File: config.mk
export PLATFORM = sky130hd
export DESIGN_NAME = scc_top
export DESIGN_NICKNAME = d
export VERILOG_FILES = /design/src/source/scc_pkg.sv /design/src/source/scc_mixer.sv /design/src/source/scc_reg_decode.sv /design/src/source/scc_top.sv /design/src/source/scc_voice.sv /design/src/source/scc_wave_ram.sv
export VERILOG_INCLUDE_DIRS = /design/src /design/src/source
export SDC_FILE = /design/constraint.sdc
export NUM_CORES = 2
export LEC_CHECK = 0
export ABC_AREA = 0
export BUFFER_PORTS_ARGS = -buffer_cell sky130_fd_sc_hd__buf_4
export CAP_MARGIN = 20
export CORE_ASPECT_RATIO = 0.6
export CORE_MARGIN = 2
export CORE_UTILIZATION = 30
export DETAILED_ROUTE_END_ITERATION = 10
export SLEW_MARGIN = 20
export SYNTH_ARGS = -nofsm -noshare
export SYNTH_HDL_FRONTEND = slang
export SYNTH_HIERARCHICAL = 1
export SYNTH_SLANG_ARGS = --single-unit
export TNS_END_PERCENT = 30
File: constraint.sdc
create_clock -name i_emuclk -period 11.6 [get_ports i_emuclk]
set_clock_uncertainty 0.1 [all_clocks]
set_input_delay 1.74 -clock i_emuclk [delete_from_list [all_inputs] [get_ports i_emuclk]]
set_output_delay 1.74 -clock i_emuclk [all_outputs]
set_load 0.05 [all_outputs]
File: src/source/scc_defs.svh
`ifndef SCC_DEFS_SVH
`define SCC_DEFS_SVH

//////////////////////////////////////////////////////////////////////
// voice and wave memory geometry
//////////////////////////////////////////////////////////////////////

// number of independent voices
`define SCC_NUM_VOICES      3

// bytes per voice wave memory
`define SCC_WAVE_DEPTH      32
`define SCC_WAVE_AW         5

//////////////////////////////////////////////////////////////////////
// register map
//////////////////////////////////////////////////////////////////////

// each voice owns one 32-byte window, voice n at n*32
`define SCC_ADDR_WAVE_SPAN  32

// low frequency byte at base+2n, high nibble at base+2n+1
`define SCC_ADDR_FREQ_BASE  8'h80

// volume nibble of voice n at base+n
`define SCC_ADDR_VOL_BASE   8'h8A

// bit n enables voice n
`define SCC_ADDR_ENABLE     8'h8F

`endif

File: src/source/scc_pkg.sv
`include "scc_defs.svh"

package scc_pkg;

    // wave memory address
    typedef logic [`SCC_WAVE_AW-1:0] wave_addr_t;

    // one signed wave byte
    typedef logic signed [7:0] sample_t;

    // period value, the address steps every freq+1 clocks
    typedef logic [11:0] freq_t;

    typedef logic [3:0] vol_t;

    // summed mixer output
    typedef logic signed [10:0] mix_t;

    // one-cycle cpu request, wr and rd are exclusive
    typedef struct packed {
        logic       wr;
        logic       rd;
        logic [7:0] addr;
        logic [7:0] wdata;
    } cpu_req_t;

    // per-voice settings from the register block
    typedef struct packed {
        freq_t freq;
        vol_t  vol;
        logic  enable;
        // single-cycle pulse after a frequency write
        logic  freq_load;
    } voice_cfg_t;

endpackage

File: src/source/scc_mixer.sv
`timescale 1ns/1ns

`include "scc_defs.svh"

module scc_mixer
    import scc_pkg::*;
(
    input  logic       i_emuclk,
    input  logic       i_rst_n,

    input  sample_t    i_samples [`SCC_NUM_VOICES],
    input  voice_cfg_t i_cfg [`SCC_NUM_VOICES],

    output mix_t       o_sound
);

    mix_t               scaled [`SCC_NUM_VOICES];
    logic signed [12:0] sum_wide;

    //////////////////////////////////////////////////////////////////////
    // per-voice scaling
    //////////////////////////////////////////////////////////////////////

    for (genvar v = 0; v < `SCC_NUM_VOICES; v++) begin : g_scale
        logic signed [11:0] product;

        // volume is unsigned, extended with a zero sign bit
        assign product = 12'(i_samples[v]) * $signed({8'b0, i_cfg[v].vol});

        // disabled voice contributes nothing
        assign scaled[v] = i_cfg[v].enable ? mix_t'(product >>> 4) : '0;

        // an enabled voice must not play unwritten wave bytes
        a_sample_known: assert property (
            @(posedge i_emuclk) disable iff (!i_rst_n)
            i_cfg[v].enable |-> !$isunknown(i_samples[v])
        );
    end

    //////////////////////////////////////////////////////////////////////
    // sum and output register
    //////////////////////////////////////////////////////////////////////

    always_comb begin
        sum_wide = '0;
        for (int v = 0; v < `SCC_NUM_VOICES; v++) begin
            sum_wide = sum_wide + 13'(scaled[v]);
        end
    end

    always_ff @(posedge i_emuclk) begin
        if (!i_rst_n) begin
            o_sound <= '0;
        end else begin
            o_sound <= mix_t'(sum_wide);
        end
    end

endmodule

File: src/source/scc_reg_decode.sv
`timescale 1ns/1ns

`include "scc_defs.svh"

module scc_reg_decode
    import scc_pkg::*;
(
    input  logic                         i_emuclk,
    input  logic                         i_rst_n,

    input  cpu_req_t                     i_req,

    // per-voice settings
    output voice_cfg_t                   o_cfg [`SCC_NUM_VOICES],

    // shared wave port, one write enable per voice
    output logic [`SCC_NUM_VOICES-1:0]   o_wave_we,
    output wave_addr_t                   o_wave_addr,
    output sample_t                      o_wave_wdata,
    input  sample_t                      i_wave_rdata [`SCC_NUM_VOICES],

    output logic [7:0]                   o_db
);

    // upper address bits pick the voice window
    localparam int WIN_W = 8 - `SCC_WAVE_AW;
    localparam int SEL_W = $clog2(`SCC_NUM_VOICES);

    typedef logic [WIN_W-1:0] win_t;

    win_t                       wave_sel;
    logic                       in_wave;
    logic                       enable_wr;

    freq_t                      freq_q [`SCC_NUM_VOICES];
    vol_t                       vol_q [`SCC_NUM_VOICES];
    logic [`SCC_NUM_VOICES-1:0] freq_load_q;
    logic [`SCC_NUM_VOICES-1:0] enable_q;

    logic                       rd_valid_q;
    logic [SEL_W-1:0]           rd_voice_q;

    //////////////////////////////////////////////////////////////////////
    // address split
    //////////////////////////////////////////////////////////////////////

    assign wave_sel  = i_req.addr[7:`SCC_WAVE_AW];
    assign in_wave   = wave_sel < win_t'(`SCC_NUM_VOICES);
    assign enable_wr = i_req.wr && (i_req.addr == `SCC_ADDR_ENABLE);

    // wave bytes go straight to the memories, stored at the closing edge
    assign o_wave_addr  = i_req.addr[`SCC_WAVE_AW-1:0];
    assign o_wave_wdata = i_req.wdata;

    //////////////////////////////////////////////////////////////////////
    // per-voice registers
    //////////////////////////////////////////////////////////////////////

    for (genvar v = 0; v < `SCC_NUM_VOICES; v++) begin : g_voice
        localparam logic [7:0] FREQ_LO_ADDR = 8'(`SCC_ADDR_FREQ_BASE + 2 * v);
        localparam logic [7:0] FREQ_HI_ADDR = 8'(`SCC_ADDR_FREQ_BASE + 2 * v + 1);
        localparam logic [7:0] VOL_ADDR     = 8'(`SCC_ADDR_VOL_BASE + v);

        logic freq_lo_wr;
        logic freq_hi_wr;
        logic vol_wr;

        assign freq_lo_wr = i_req.wr && (i_req.addr == FREQ_LO_ADDR);
        assign freq_hi_wr = i_req.wr && (i_req.addr == FREQ_HI_ADDR);
        assign vol_wr     = i_req.wr && (i_req.addr == VOL_ADDR);

        always_ff @(posedge i_emuclk) begin
            if (!i_rst_n) begin
                freq_q[v]      <= '0;
                vol_q[v]       <= '0;
                freq_load_q[v] <= 1'b0;
            end else begin
                if (freq_lo_wr) begin
                    freq_q[v][7:0] <= i_req.wdata;
                end
                if (freq_hi_wr) begin
                    freq_q[v][11:8] <= i_req.wdata[3:0];
                end
                if (vol_wr) begin
                    vol_q[v] <= i_req.wdata[3:0];
                end
                // either byte restarts the period counter
                freq_load_q[v] <= freq_lo_wr || freq_hi_wr;
            end
        end

        assign o_wave_we[v] = i_req.wr && in_wave && (wave_sel == win_t'(v));

        assign o_cfg[v] = '{
            freq:      freq_q[v],
            vol:       vol_q[v],
            enable:    enable_q[v],
            freq_load: freq_load_q[v]
        };
    end

    // shared enable register
    always_ff @(posedge i_emuclk) begin
        if (!i_rst_n) begin
            enable_q <= '0;
        end else if (enable_wr) begin
            enable_q <= i_req.wdata[`SCC_NUM_VOICES-1:0];
        end
    end

    //////////////////////////////////////////////////////////////////////
    // read return
    //////////////////////////////////////////////////////////////////////

    // remember the voice, its memory answers one cycle later
    always_ff @(posedge i_emuclk) begin
        if (!i_rst_n) begin
            rd_valid_q <= 1'b0;
            rd_voice_q <= '0;
        end else begin
            rd_valid_q <= i_req.rd && in_wave;
            rd_voice_q <= wave_sel[SEL_W-1:0];
        end
    end

    // register reads and idle cycles return zero
    assign o_db = rd_valid_q ? i_wave_rdata[rd_voice_q] : 8'h00;

    a_rd_wr_excl: assert property (
        @(posedge i_emuclk) disable iff (!i_rst_n)
        !(i_req.wr && i_req.rd)
    );

endmodule

File: src/source/scc_top.sv
`timescale 1ns/1ns

`include "scc_defs.svh"

module scc_top
    import scc_pkg::*;
(
    input  logic       i_emuclk,
    input  logic       i_rst_n,

    input  cpu_req_t   i_req,
    output logic [7:0] o_db,

    output mix_t       o_sound
);

    voice_cfg_t                 cfg [`SCC_NUM_VOICES];
    logic [`SCC_NUM_VOICES-1:0] wave_we;
    wave_addr_t                 wave_addr;
    sample_t                    wave_wdata;
    sample_t                    wave_rdata [`SCC_NUM_VOICES];
    sample_t                    samples [`SCC_NUM_VOICES];

    scc_reg_decode i_scc_reg_decode (
        .i_emuclk     (i_emuclk),
        .i_rst_n      (i_rst_n),
        .i_req        (i_req),
        .o_cfg        (cfg),
        .o_wave_we    (wave_we),
        .o_wave_addr  (wave_addr),
        .o_wave_wdata (wave_wdata),
        .i_wave_rdata (wave_rdata),
        .o_db         (o_db)
    );

    // one voice per window, all sharing the cpu address and data
    for (genvar g = 0; g < `SCC_NUM_VOICES; g++) begin : g_voice
        scc_voice i_scc_voice (
            .i_emuclk    (i_emuclk),
            .i_rst_n     (i_rst_n),
            .i_cfg       (cfg[g]),
            .i_cpu_we    (wave_we[g]),
            .i_cpu_addr  (wave_addr),
            .i_cpu_wdata (wave_wdata),
            .o_cpu_rdata (wave_rdata[g]),
            .o_sample    (samples[g])
        );
    end

    scc_mixer i_scc_mixer (
        .i_emuclk  (i_emuclk),
        .i_rst_n   (i_rst_n),
        .i_samples (samples),
        .i_cfg     (cfg),
        .o_sound   (o_sound)
    );

endmodule

File: src/source/scc_voice.sv
`timescale 1ns/1ns

`include "scc_defs.svh"

module scc_voice
    import scc_pkg::*;
(
    input  logic       i_emuclk,
    input  logic       i_rst_n,

    input  voice_cfg_t i_cfg,

    // cpu access to this voice's wave memory
    input  logic       i_cpu_we,
    input  wave_addr_t i_cpu_addr,
    input  sample_t    i_cpu_wdata,
    output sample_t    o_cpu_rdata,

    // current wave byte, one cycle behind the address
    output sample_t    o_sample
);

    freq_t      period_cnt;
    wave_addr_t wave_addr;
    logic       cnt_zero;

    //////////////////////////////////////////////////////////////////////
    // period and address counters
    //////////////////////////////////////////////////////////////////////

    assign cnt_zero = (period_cnt == '0);

    // counts freq down to zero, so one address step per freq+1 clocks
    always_ff @(posedge i_emuclk) begin
        if (!i_rst_n) begin
            period_cnt <= '0;
            wave_addr  <= '0;
        end else begin
            if (i_cfg.freq_load || cnt_zero) begin
                period_cnt <= i_cfg.freq;
            end else begin
                period_cnt <= period_cnt - 1'b1;
            end

            // wraps at the end of the wave on its own
            if (cnt_zero) begin
                wave_addr <= wave_addr + 1'b1;
            end
        end
    end

    //////////////////////////////////////////////////////////////////////
    // wave memory
    //////////////////////////////////////////////////////////////////////

    scc_wave_ram i_scc_wave_ram (
        .i_emuclk    (i_emuclk),
        .i_rst_n     (i_rst_n),
        .i_cpu_we    (i_cpu_we),
        .i_cpu_addr  (i_cpu_addr),
        .i_cpu_wdata (i_cpu_wdata),
        .o_cpu_rdata (o_cpu_rdata),
        .i_play_addr (wave_addr),
        .o_play_data (o_sample)
    );

    // every frequency change comes with a load pulse
    a_cnt_within_freq: assert property (
        @(posedge i_emuclk) disable iff (!i_rst_n)
        !i_cfg.freq_load |-> (period_cnt <= i_cfg.freq)
    );

endmodule

File: src/source/scc_wave_ram.sv
`timescale 1ns/1ns

`include "scc_defs.svh"

module scc_wave_ram
    import scc_pkg::*;
(
    input  logic       i_emuclk,
    input  logic       i_rst_n,

    // cpu side
    input  logic       i_cpu_we,
    input  wave_addr_t i_cpu_addr,
    input  sample_t    i_cpu_wdata,
    output sample_t    o_cpu_rdata,

    // playback side
    input  wave_addr_t i_play_addr,
    output sample_t    o_play_data
);

    sample_t mem [`SCC_WAVE_DEPTH];

    // both reads return the array as it was before this edge's write
    always_ff @(posedge i_emuclk) begin
        if (i_cpu_we) begin
            mem[i_cpu_addr] <= i_cpu_wdata;
        end
        o_cpu_rdata <= mem[i_cpu_addr];
        o_play_data <= mem[i_play_addr];
    end

    // a write with an unknown address would corrupt any entry
    a_we_addr_known: assert property (
        @(posedge i_emuclk) disable iff (!i_rst_n)
        i_cpu_we |-> !$isunknown(i_cpu_addr)
    );

endmodule
# --- Yosys cells after proc, flatten, opt, wreduce, memory -nomap -nowiden ---
# Memories as Yosys holds them, arrays and structs flattened. A register that Yosys moved wholly into a read port is not among the register bits.
# Index checks and enable logic that the tools add are counted.
totals:
  register_bits: 71
  mem_bits_rw: 816
  in_bits: 20
  out_inout_bits: 19
  wordCells: 131
  memories: 5
classes:
  add_sub_neg: 8
  mul: 3
  order_cmp: 2
  eq_ne: 12
  n_mux: 53
  bitwise: 10
  reduce_logical: 25
memory_table:
  columns: ["name", "words", "word_bits", "rd", "rd_ports_with_merged_regs", "wr", "line_no", "text"]
  rows:
  - ["g_voice[0].i_scc_voice.i_scc_wave_ram.mem", 32, 8, 2, 2, 1, "scc_wave_ram.sv:22", "sample_t mem [`SCC_WAVE_DEPTH];"]
  - ["g_voice[1].i_scc_voice.i_scc_wave_ram.mem", 32, 8, 2, 2, 1, "scc_wave_ram.sv:22", null]
  - ["g_voice[2].i_scc_voice.i_scc_wave_ram.mem", 32, 8, 2, 2, 1, "scc_wave_ram.sv:22", null]
  - ["i_scc_reg_decode.freq_q", 3, 12, 3, 0, 3, "scc_reg_decode.sv:35", "freq_t freq_q [`SCC_NUM_VOICES];"]
  - ["i_scc_reg_decode.vol_q", 3, 4, 3, 0, 3, "scc_reg_decode.sv:36", "vol_t vol_q [`SCC_NUM_VOICES];"]
op_table:
  columns: ["cell", "count"]
  rows:
  - ["$eq 8x8->1 const B", 10]
  - ["$mux 8", 6]
  - ["$logic_not 12->1", 3]
  - ["$mul 8x5->12", 3]
  - ["$mux 12", 3]
  - ["$sub 12x1->12 const B", 3]
  - ["$mux 1", 34]
  - ["$mux 11", 3]
  - ["$mux 4", 6]
  - ["$add 11x11->11", 2]
  - ["$bmux 8 s2", 1]
  - ["$add 5x1->5 const B", 3]
  - ["$logic_and 1x1->1", 15]
  - ["$or 1x1->1", 9]
  - ["$logic_or 1x1->1", 6]
  - ["$eq 3x1->1 const B", 1]
  - ["$eq 3x2->1 const B", 1]
  - ["$ge 3x3->1 const B", 1]
  - ["$logic_not 3->1", 1]
  - ["$lt 3x2->1 const B", 1]
  - ["$not 2->3", 1]

# --- Depth between registers and ports, before layout ---
logic_depth:
  word_depth: 6
  mapped_depth: 20
  depth_no_buf: 20

# --- Modules after synthesis ---
# The synthesis kept the hierarchy.
modules_own_cells:
  columns: ["module", "instances", "cells_each", "area_per_inst_um2", "seq_area_each_um2"]
  rows:
  - ["scc_wave_ram", 3, 559, 12095.4, 8007.7]
  - ["scc_mixer", 1, 486, 4135.2, 220.2]
  - ["scc_reg_decode", 1, 224, 2631.3, 1621.6]
  - ["scc_voice (g_voice[0].i_scc_voice ...)", 2, 96, 848.3, 340.3]
  - ["scc_voice (g_voice[2].i_scc_voice)", 1, 101, 920.9, 340.3]

# --- Worst setup path before layout ---
# No wires, ideal clock.
synth_path:
  path_type: "reg-to-reg"
  startpoint: "mem i_scc_reg_decode/vol_q[2][2] in the netlist's numbering"
  endpoint: "reg i_scc_mixer.o_sound[7]"
  setup_time_ns: 0.118
  t_arrival_ns: 4.884
  required_ns: 11.382
  path_slack_ns: 6.497
  stages_incl_launch_ff: 20
  path_buffers: 0
  synth_period_minus_slack_ns: 5.103
  path_cell_list: "edfxtp_1 > and2_1 > ha_1 > fa_1 > inv_1 > fa_1 > inv_1 > ha_1 > and4_1 > a221oi_2 > xnor2_1 > nand2_1 > fa_1 > inv_1 > fa_1 > a21o_1 > a21oi_1 > o21bai_1 > a21o_1 > mux2i_1"
synth_lines:
  columns: ["item", "line_no", "text"]
  rows:
  - ["start: declaration", "scc_reg_decode.sv:36", null]
  - ["end signal: assignment", "scc_mixer.sv:55", "o_sound <= mix_t'(sum_wide);"]
  - ["end: declaration", "scc_mixer.sv:14", "output mix_t o_sound"]

==> qor.yml <==
antenna_found_initial: 7
clk_path_buf_depth: 3
seq_area_frac_synth: 0.589
ys_warn_count: 6
r2r_start: "i_scc_reg_decode/vol_q[0][2]"
nets: 2831
drive_gt1_frac: 0.265
clk_pin_slew_worst_paths_ns: 0.07
startpoint_type: "flop"
path_class: "reg -> reg"
hold_depth: 2
leakage_nw: 16.2
worst_pin_slew_ns: 1.17
required_ns: 12.15
clock-sinks: 935
worstPathArrival_ns: 6.42
post-cts-setup-buffers: 0
rsz0062_at_grt: "false"
gp_congestion: 0.876
syn_avg_cell_area_um2: 17.0
routed_wire_length_per_instance_um: 26.9
synth-main-ff-cell: "edfxtp_1"
synth_commonest_cells: "816 x edfxtp_1, 432 x mux4_2, 171 x nor2_1"
maxCapViolations: 0
syn2layout_area_growth_pct: 11.6
fp.dieArea_um2: 155000
cts_hold_buf: 0
synth_top_cell_by_area: "edfxtp_1"
grt_pass1_vias: 25570
insertion_delay_ns: 0.71
die_x_um: 508
syn_inst: 2680
outcome: "finished clean"
dp_cells: 4608
grt_overflow: 0
wl_um: 128000
min_period_over_period: 0.507
synth_area_leaders: "edfxtp_1 54%, mux4_2 21%, dfxtp_1 5.2%"
path_cells: "and2_1 -> ha_1 -> fa_1 -> inv_1 -> fa_1 -> inv_1 -> ha_1 -> and2_1 -> a22o_1 -> a211o_1 -> mux2i_1 -> a311oi_1 -> fa_1 -> inv_1 -> ha_1 -> o21ai_0 -> nand2b_1 -> a31oi_1 -> mux2i_1"
end_kind: "flop"
vdd_drop_max_uv: 109
ys_ff_latch: 935
fill_cells: 14288
critPathMaxStageDelay_ns: 0.83
synth_cell_types: 78
powerDensity_nw_per_um2: 174
period_needed_ns: 5.88
ant_nets: 0
reg2reg_slack_ns: 5.72
synth_most_common_cell: "edfxtp_1"
report.power.total_mw: 8.89
grt_pass1_wl_um: 187000
hold_path_end: "g_voice[1].i_scc_voice/period_cnt[0]"
synth_nets: 2828
grt_max_degree: 98
start_util: 0.303
r2r-end: "i_scc_mixer/o_sound[8]"
syn_area_um2: 45700
reg2reg_depth: 19
yosysTopAreaCellShare: 0.537
slew_headroom: 0.217
ctsResizeCount: 0
post_dp_cell_area_um2: 48000
drt_iter0_markers: 3824
ctsHtreeMaxLevel: 3
min_from: "i_scc_reg_decode/freq_q[1][0]"
drc: 0
hp-class: "reg -> reg"
first_pass_iters: 6
hpwlAfterDp_um: 87200
worst-path-buf-inv: 3
cp_max_fo: 8
ios: 39
grtUsageTotal: 0.164
final_cells: 4774
vias: 26392
slew_viol_final: 0
finalSetupTns_ns: 0
rows: 110
placement.io_buffers: 38
fin_util: 0.339
root_buffer: "clkbuf_16"
max_freq_ghz: 0.170
slowest_stage: "a311oi_1"
via_per_inst: 5.53
hold_viol_final: 0
final_area_um2: 51000
critical-path-top-delay-family: "adder cells"
cts_buffers: 87
setup_viol: 0
async_flop_share: 0
synth_edf_count: 816
die_h_um: 306
cts_tree: "done"
core_um2: 151000
==> cells in the final DEF (no fill, tap or decap), types with 54 or more instances in the layout <==
master / instances
edfxtp_1: 816
inv_1: 113
nor2_1: 159
a22oi_1: 97
dfxtp_1: 113
fa_1: 54
ha_1: 74
and2_1: 85
buf_4: 71
clkbuf_16: 90
nand2_1: 86
mux4_2: 432
==> worst register-to-register path, cell delays in order, from the launching register on <==
cell and delay, ns:
edfxtp_1 0.50, and2_1 0.20, ha_1 0.32, fa_1 0.55
inv_1 0.06, fa_1 0.51, inv_1 0.04, ha_1 0.33
and2_1 0.17, a22o_1 0.20, a211o_1 0.36, mux2i_1 0.15
a311oi_1 0.83, fa_1 0.56, inv_1 0.07, ha_1 0.26
o21ai_0 0.09, nand2b_1 0.07, a31oi_1 0.26, mux2i_1 0.20
==> how the worst max path moves through the flow <==
stage,from,to,slack [ns],depth (start not counted)
global route,i_scc_reg_decode/vol_q[0][2],i_scc_mixer/o_sound[8],5.57,19
detailed placement,i_scc_reg_decode/vol_q[0][2],i_scc_mixer/o_sound[8],5.89,19
CTS,i_scc_reg_decode/vol_q[0][2],i_scc_mixer/o_sound[8],5.87,19
finish,i_scc_reg_decode/vol_q[0][2],i_scc_mixer/o_sound[8],5.72,19
floorplan,i_scc_reg_decode/vol_q[2][2],i_scc_mixer/o_sound[7],6.50,19
global placement,i_scc_reg_decode/vol_q[0][3],i_scc_mixer/o_sound[8],5.92,19
==> power by group <==
part / switching (mW) / internal (mW) / leakage [nW] / total, mW
registers: 0.164 / 3.77 / 8.35 / 3.93
clock network: 1.35 / 1.61 / 1.40 / 2.96
logic: 1.09 / 0.910 / 6.43 / 2.00
==> metal layers <==
layer,track usage,part of all wire,vias to the layer above
met5,0,0.000093,-
met4,0.0283,0.015,2
met3,0.0750,0.15,131
met2,0.202,0.38,1489
met1,0.258,0.46,13938
li1,-,-,10832
==> registers in the layout (all words and copies together) (netlist names) <==
signal	flops
i_scc_reg_decode/rd_valid_q	1
g_voice.i_scc_voice/i_scc_wave_ram/o_play_data	24
g_voice.i_scc_voice/wave_addr	15
i_scc_reg_decode/freq_q	36
i_scc_mixer/o_sound	11
i_scc_reg_decode/vol_q	12
g_voice.i_scc_voice/i_scc_wave_ram/o_cpu_rdata	24
g_voice.i_scc_voice/period_cnt	36
i_scc_reg_decode/enable_q	3
g_voice.i_scc_voice/i_scc_wave_ram/mem	768
i_scc_reg_decode/o_cfg	3
i_scc_reg_decode/rd_voice_q	2
==> area by class of cell <==
type / instances / area (um2) / area share
clock buffer: 113 / 2390 / 0.0469
tap: 2016 / 2520 / 0.0495
antenna: 1 / 2.50 / 0.0000491
sequential: 935 / 26900 / 0.528
multi-input combinational: 1467 / 17600 / 0.345
timing repair buffer: 77 / 633 / 0.0124
clock inverter: 50 / 479 / 0.00940
inverter: 115 / 445 / 0.00874
==> metrics by stage <==
step                      hold slack, ns  worst slack (ns)
after floorplan                    0.334              6.50
after global placement             0.369              5.92
after detailed placement           0.375              5.89
after CTS                          0.392              5.87
after global routing               0.421              5.57
final                              0.393              5.72
==> kinds of logic (layout without fill, tap and decap cells) <==
logic type / Yosys count / in the layout / synth area share
other cells: 0 / 1 / 0
mux: 483 / 483 / 0.225
compound gates: 239 / 239 / 0.0368
fa+ha+maj: 128 / 128 / 0.0439
xor+xnor: 55 / 55 / 0.0105
buf+inv: 278 / 355 / 0.0271
flops: 935 / 935 / 0.589
simple gates: 562 / 562 / 0.0680
Note: power is estimated with default switching activity, not from simulation.
